File: src/rtl/mips_params.svh
`ifndef MIPS_PARAMS_SVH
`define MIPS_PARAMS_SVH

// Instruction memory depth in words, indexed by pc[9:2]
`define MIPS_IMEM_WORDS 256

// Data memory depth in words, indexed by address[9:2]
`define MIPS_DMEM_WORDS 256

// Architectural registers
`define MIPS_REG_COUNT 32

`endif

File: src/rtl/mips_pkg.sv
package mips_pkg;

    typedef logic [31:0] word_t;                   // Data word or byte address
    typedef logic [4:0]  reg_addr_t;               // Register index

    // Instruction [31:26]
    typedef enum logic [5:0] {
        OP_RTYPE = 6'h00,
        OP_J     = 6'h02,
        OP_JAL   = 6'h03,
        OP_BEQ   = 6'h04,
        OP_ADDI  = 6'h08,
        OP_LW    = 6'h23,
        OP_SW    = 6'h2b
    } opcode_t;

    // Instruction [5:0], R-type only
    typedef enum logic [5:0] {
        FN_JR  = 6'h08,
        FN_ADD = 6'h20,
        FN_SUB = 6'h22,
        FN_AND = 6'h24,
        FN_OR  = 6'h25,
        FN_SLT = 6'h2a
    } funct_t;

    typedef enum logic [2:0] {
        ALU_AND = 3'b000,
        ALU_OR  = 3'b001,
        ALU_ADD = 3'b010,
        ALU_SUB = 3'b110,
        ALU_SLT = 3'b111
    } alu_ctrl_t;

    typedef enum logic [1:0] {SEL_PC_PLUS4, SEL_PC_BRANCH, SEL_PC_JUMP, SEL_PC_JR} sel_pc_t;
    typedef enum logic [1:0] {SEL_RES_MEM, SEL_RES_ALU, SEL_RES_PC8} sel_result_t;
    typedef enum logic [1:0] {SEL_WA_RT, SEL_WA_RD, SEL_WA_RA} sel_wa_t;
    typedef enum logic [1:0] {SEL_FWD_REG, SEL_FWD_WB, SEL_FWD_MEM} sel_fwd_t;

    localparam reg_addr_t REG_RA = 5'd31;          // Link register for jal

endpackage

File: src/rtl/control_unit.sv
`timescale 1ns/1ps

module control_unit (
    input  mips_pkg::word_t       d_instruction,
    input  logic                  branch,         // beq operands equal
    output logic                  rf_we,
    output logic                  dmem_we,
    output logic                  sel_alu_b,      // 1 picks sign immediate
    output mips_pkg::alu_ctrl_t   alu_ctrl,
    output mips_pkg::sel_result_t sel_result,
    output mips_pkg::sel_wa_t     sel_wa,
    output mips_pkg::sel_pc_t     sel_pc
);

    always_comb begin
        // Nop unless decoded below
        rf_we      = 1'b0;
        dmem_we    = 1'b0;
        sel_alu_b  = 1'b0;
        alu_ctrl   = mips_pkg::ALU_ADD;
        sel_result = mips_pkg::SEL_RES_ALU;              // Never MEM for a nop, hazard reads it
        sel_wa     = mips_pkg::SEL_WA_RT;
        sel_pc     = mips_pkg::SEL_PC_PLUS4;
        case (mips_pkg::opcode_t'(d_instruction[31:26]))
            mips_pkg::OP_RTYPE: begin
                rf_we  = 1'b1;
                sel_wa = mips_pkg::SEL_WA_RD;
                case (mips_pkg::funct_t'(d_instruction[5:0]))
                    mips_pkg::FN_ADD: alu_ctrl = mips_pkg::ALU_ADD;
                    mips_pkg::FN_SUB: alu_ctrl = mips_pkg::ALU_SUB;
                    mips_pkg::FN_AND: alu_ctrl = mips_pkg::ALU_AND;
                    mips_pkg::FN_OR:  alu_ctrl = mips_pkg::ALU_OR;
                    mips_pkg::FN_SLT: alu_ctrl = mips_pkg::ALU_SLT;
                    mips_pkg::FN_JR: begin
                        rf_we  = 1'b0;
                        sel_pc = mips_pkg::SEL_PC_JR;         // Target is rs read in decode
                    end
                    default: rf_we = 1'b0;                    // Unknown funct, nop
                endcase
            end
            mips_pkg::OP_ADDI: begin
                rf_we     = 1'b1;
                sel_alu_b = 1'b1;
            end
            mips_pkg::OP_LW: begin
                rf_we      = 1'b1;
                sel_alu_b  = 1'b1;
                sel_result = mips_pkg::SEL_RES_MEM;
            end
            mips_pkg::OP_SW: begin
                dmem_we   = 1'b1;
                sel_alu_b = 1'b1;
            end
            mips_pkg::OP_BEQ: sel_pc = branch ? mips_pkg::SEL_PC_BRANCH : mips_pkg::SEL_PC_PLUS4;
            mips_pkg::OP_JAL: begin
                // Redirect already done in fetch, only the link write is left
                rf_we      = 1'b1;
                sel_result = mips_pkg::SEL_RES_PC8;
                sel_wa     = mips_pkg::SEL_WA_RA;
            end
            default: ;                                        // j and unknown opcodes
        endcase
    end

endmodule

File: config.mk
export PLATFORM = sky130hd
export DESIGN_NAME = control_unit
export DESIGN_NICKNAME = d
export VERILOG_FILES = /design/src/rtl/mips_params.svh /design/src/rtl/mips_pkg.sv /design/src/rtl/control_unit.sv
export SDC_FILE = /design/constraint.sdc
export NUM_CORES = 1
export LEC_CHECK = 0
export BUFFER_PORTS_ARGS = -buffer_cell sky130_fd_sc_hd__buf_2
export CORE_AREA = 2 2 39 41
export DETAILED_ROUTE_END_ITERATION = 8
export DIE_AREA = 0 0 41 43
export PLACE_DENSITY = 0.55
export SLEW_MARGIN = 5
export SYNTH_ARGS = -nofsm -noshare
export SYNTH_HDL_FRONTEND = slang
export SYNTH_SLANG_ARGS = --single-unit
File: constraint.sdc
create_clock -name vclk -period 1.22
set_input_delay 0.061 -clock vclk [all_inputs]
set_output_delay 0.061 -clock vclk [all_outputs]
set_load 0.01 [all_outputs]
==> impl_metrics.yaml <==
run_status:
  status: "complete, but fails checks"
  violations: "negative setup slack"
sta:
  fin_ws_ps: -133
  min_period_ps: 1350
  clock.fmax_mhz: 739
  hold_violations: 0
  finalCritPeriodShare_pct: 111
  finalSetupViolCount: 5
  rsz0062_at_grt: "true"
  worstMarginPinSlew_ps: 402
  slew_headroom_pct: 73.0
  maxSlewViolCount: 0
finish:
  fin_util_pct: 36.3
  fillers: 153
  clkbuf_count: 0
  seq_cell_count: 0
  design_area_um2: 502
  area_delta_synth_final_pct: 139
  nets: 101
  n_antenna_cell: 0
  regArea_um2: 0
  drive_gt1_share_pct: 63.6
route:
  drt-initial-drc-count: 1
  routed_wl_um: 843
  final_antenna_net_count: 0
  firstDrtPassIters: 4
  routed_via_density: 4.57
  drc: 0
  routedWlPerCell_um: 10.3
  dr_total_vias: 375
synth:
  synth.avg_cell_area_um2: 7.01
  synth_top_area_share_pct: 10.1
  synth.area.top_cells: "nor4_4, nor2_1, nor3b_1"
  yosysSeqAreaShare_pct: 0
  syn-num-nets: 63
  synth_top_cell_by_area: "nor4_4"
  syn-cell-area_um2: 210
  synth_cells: 30
  ys_types: 20
  yosysWarnings: 0
floorplan:
  core_region_area_um2: 1380
  std_cell_rows: 14
  die_h_um: 43
  dieArea_um2: 1760
  start_util_pct: 15.2
  ioPinCount: 45
  fp.dieW_um: 41
worst_hold_path:
  hp-class: "in -> out"
power_and_ir_drop:
  p_leak_uw: 0.000240
  peakVddDrop_uv: 100
  p_int_uw: 62.8
  power_density_nw_per_um2: 228
  pwr-share-comb_pct: 100.0
  netSwitchingFraction_pct: 45.2
  seq_power_share_pct: 0
  switchingPower_uw: 51.7
  p_clk_share_pct: 0
global_routing:
  grt_antenna_before_repair: 0
  grt_max_degree: 8
  top_usage_layer: "met2"
  overflow: 0
  grt_pass1_vias: 283
  grt_pass1_wl_mm: 1.06
  grtUsageMet3_pct: 0
  grt_util_met1_pct: 11.4
  track_usage_pct: 8.00
  grtUsageMet2_pct: 13.8
worst_setup_path:
  cp_max_fo: 3
  startpoint_type: "input pin"
  crit_arrival_ps: 1290
  cp.required_ps: 1160
  cp-end-kind: "primary output"
  timing_worst_setup_path_type: "in -> out"
placement:
  gp_congestion: 0.753
  post-place-ws_ps: -198
  dpl.hpwl_um: 674
  dpl_cell_area_um2: 420
  io_buffers: 25
cts:
  postCtsHoldBufs: 0
run:
  maxCapViolCount: 0
[power groups by stage]
stage | clock network, uW | registers [uW] | logic, uW
after floorplan | 0 | 0 | 27.6
after detailed placement | 0 | 0 | 90.5
after global placement | 0 | 0 | 90.5
after global routing | 0 | 0 | 123
final | 0 | 0 | 115
after CTS | 0 | 0 | 97.1
[Yosys cell counts]
| cell type | n |
|---|---|
| nand2_1 | 3 |
| a32o_1 | 1 |
| mux2i_1 | 1 |
| nor3b_1 | 2 |
| nor2_1 | 4 |
| or4b_2 | 1 |
| or4_1 | 2 |
| nor4_1 | 2 |
| nor4_4 | 1 |
| and4b_1 | 1 |
| nand2b_1 | 2 |
| and3_1 | 1 |
| a22oi_1 | 1 |
| nand3_1 | 1 |
| nor3_1 | 2 |
| o21ai_0 | 1 |
| a21boi_0 | 1 |
| or4_4 | 1 |
| a32oi_1 | 1 |
| nor2b_1 | 1 |
[logic make-up after synthesis]
family | Yosys count | synth area share, %
AOI/OAI and AO/OA | 5 | 18.5
muxes | 1 | 4.76
and+or+nand+nor | 24 | 76.8
[cell usage in the layout (no fill, tap or decap), types with 2 or more instances in the layout]
| cell | n |
|---|---|
| buf_2 | 21 |
| buf_6 | 8 |
| buf_4 | 7 |
| nor2_1 | 4 |
| nand2_1 | 3 |
| or4_4 | 2 |
| nand2b_1 | 2 |
| nor3b_1 | 2 |
| nor4_1 | 2 |
[area by class of cell]
| class | count | area [um^2] | share of cell area (%) |
|---|---|---|---|
| Multi-Input combinational cell | 30 | 234 | 46.6 |
| Tap cell | 16 | 20.0 | 3.99 |
| Timing Repair Buffer | 36 | 248 | 49.4 |
[critical path, stage by stage]
cell     delay (ps)
buf_6            90
or4_4           560
buf_6           140
nor3_4          110
and4b_1         200
buf_2           130
[routing by layer]
layer	wire length (um)	share of wire [%]	vias up
met2	422	50	11
met5	0	0	-
met3	63	7.5	0
met4	0	0	0
met1	358	42	168
li1	-	-	196
[through the flow]
step,power [uW],std cells,hold slack (ps),TNS [ps]
floorplan,27.6,30,158,0
global placement,90.5,79,481,-744
detailed placement,90.5,79,480,-796
CTS,97.1,80,481,-761
global route,123,82,507,-716
finish,115,82,479,-378
[final timing paths]
| kind | start | endpoint | slack (ps) | cells after the start |
|---|---|---|---|---|
| worst max-delay path | d_instruction[31] | sel_pc[1] | -130 | 6 |
| worst min-delay path | d_instruction[3] | alu_ctrl[1] | 480 | 4 |
[timing repair]
action | in CTS | in global routing
endpoints found under the setup margin | 6 | 7
pin swaps | 3 | 3
buffers inserted | 1 | 2
gates resized for setup | 4 | 10
endpoints found under the hold margin | 0 | 0
No activity file was read; power rests on OpenSTA's default activity.
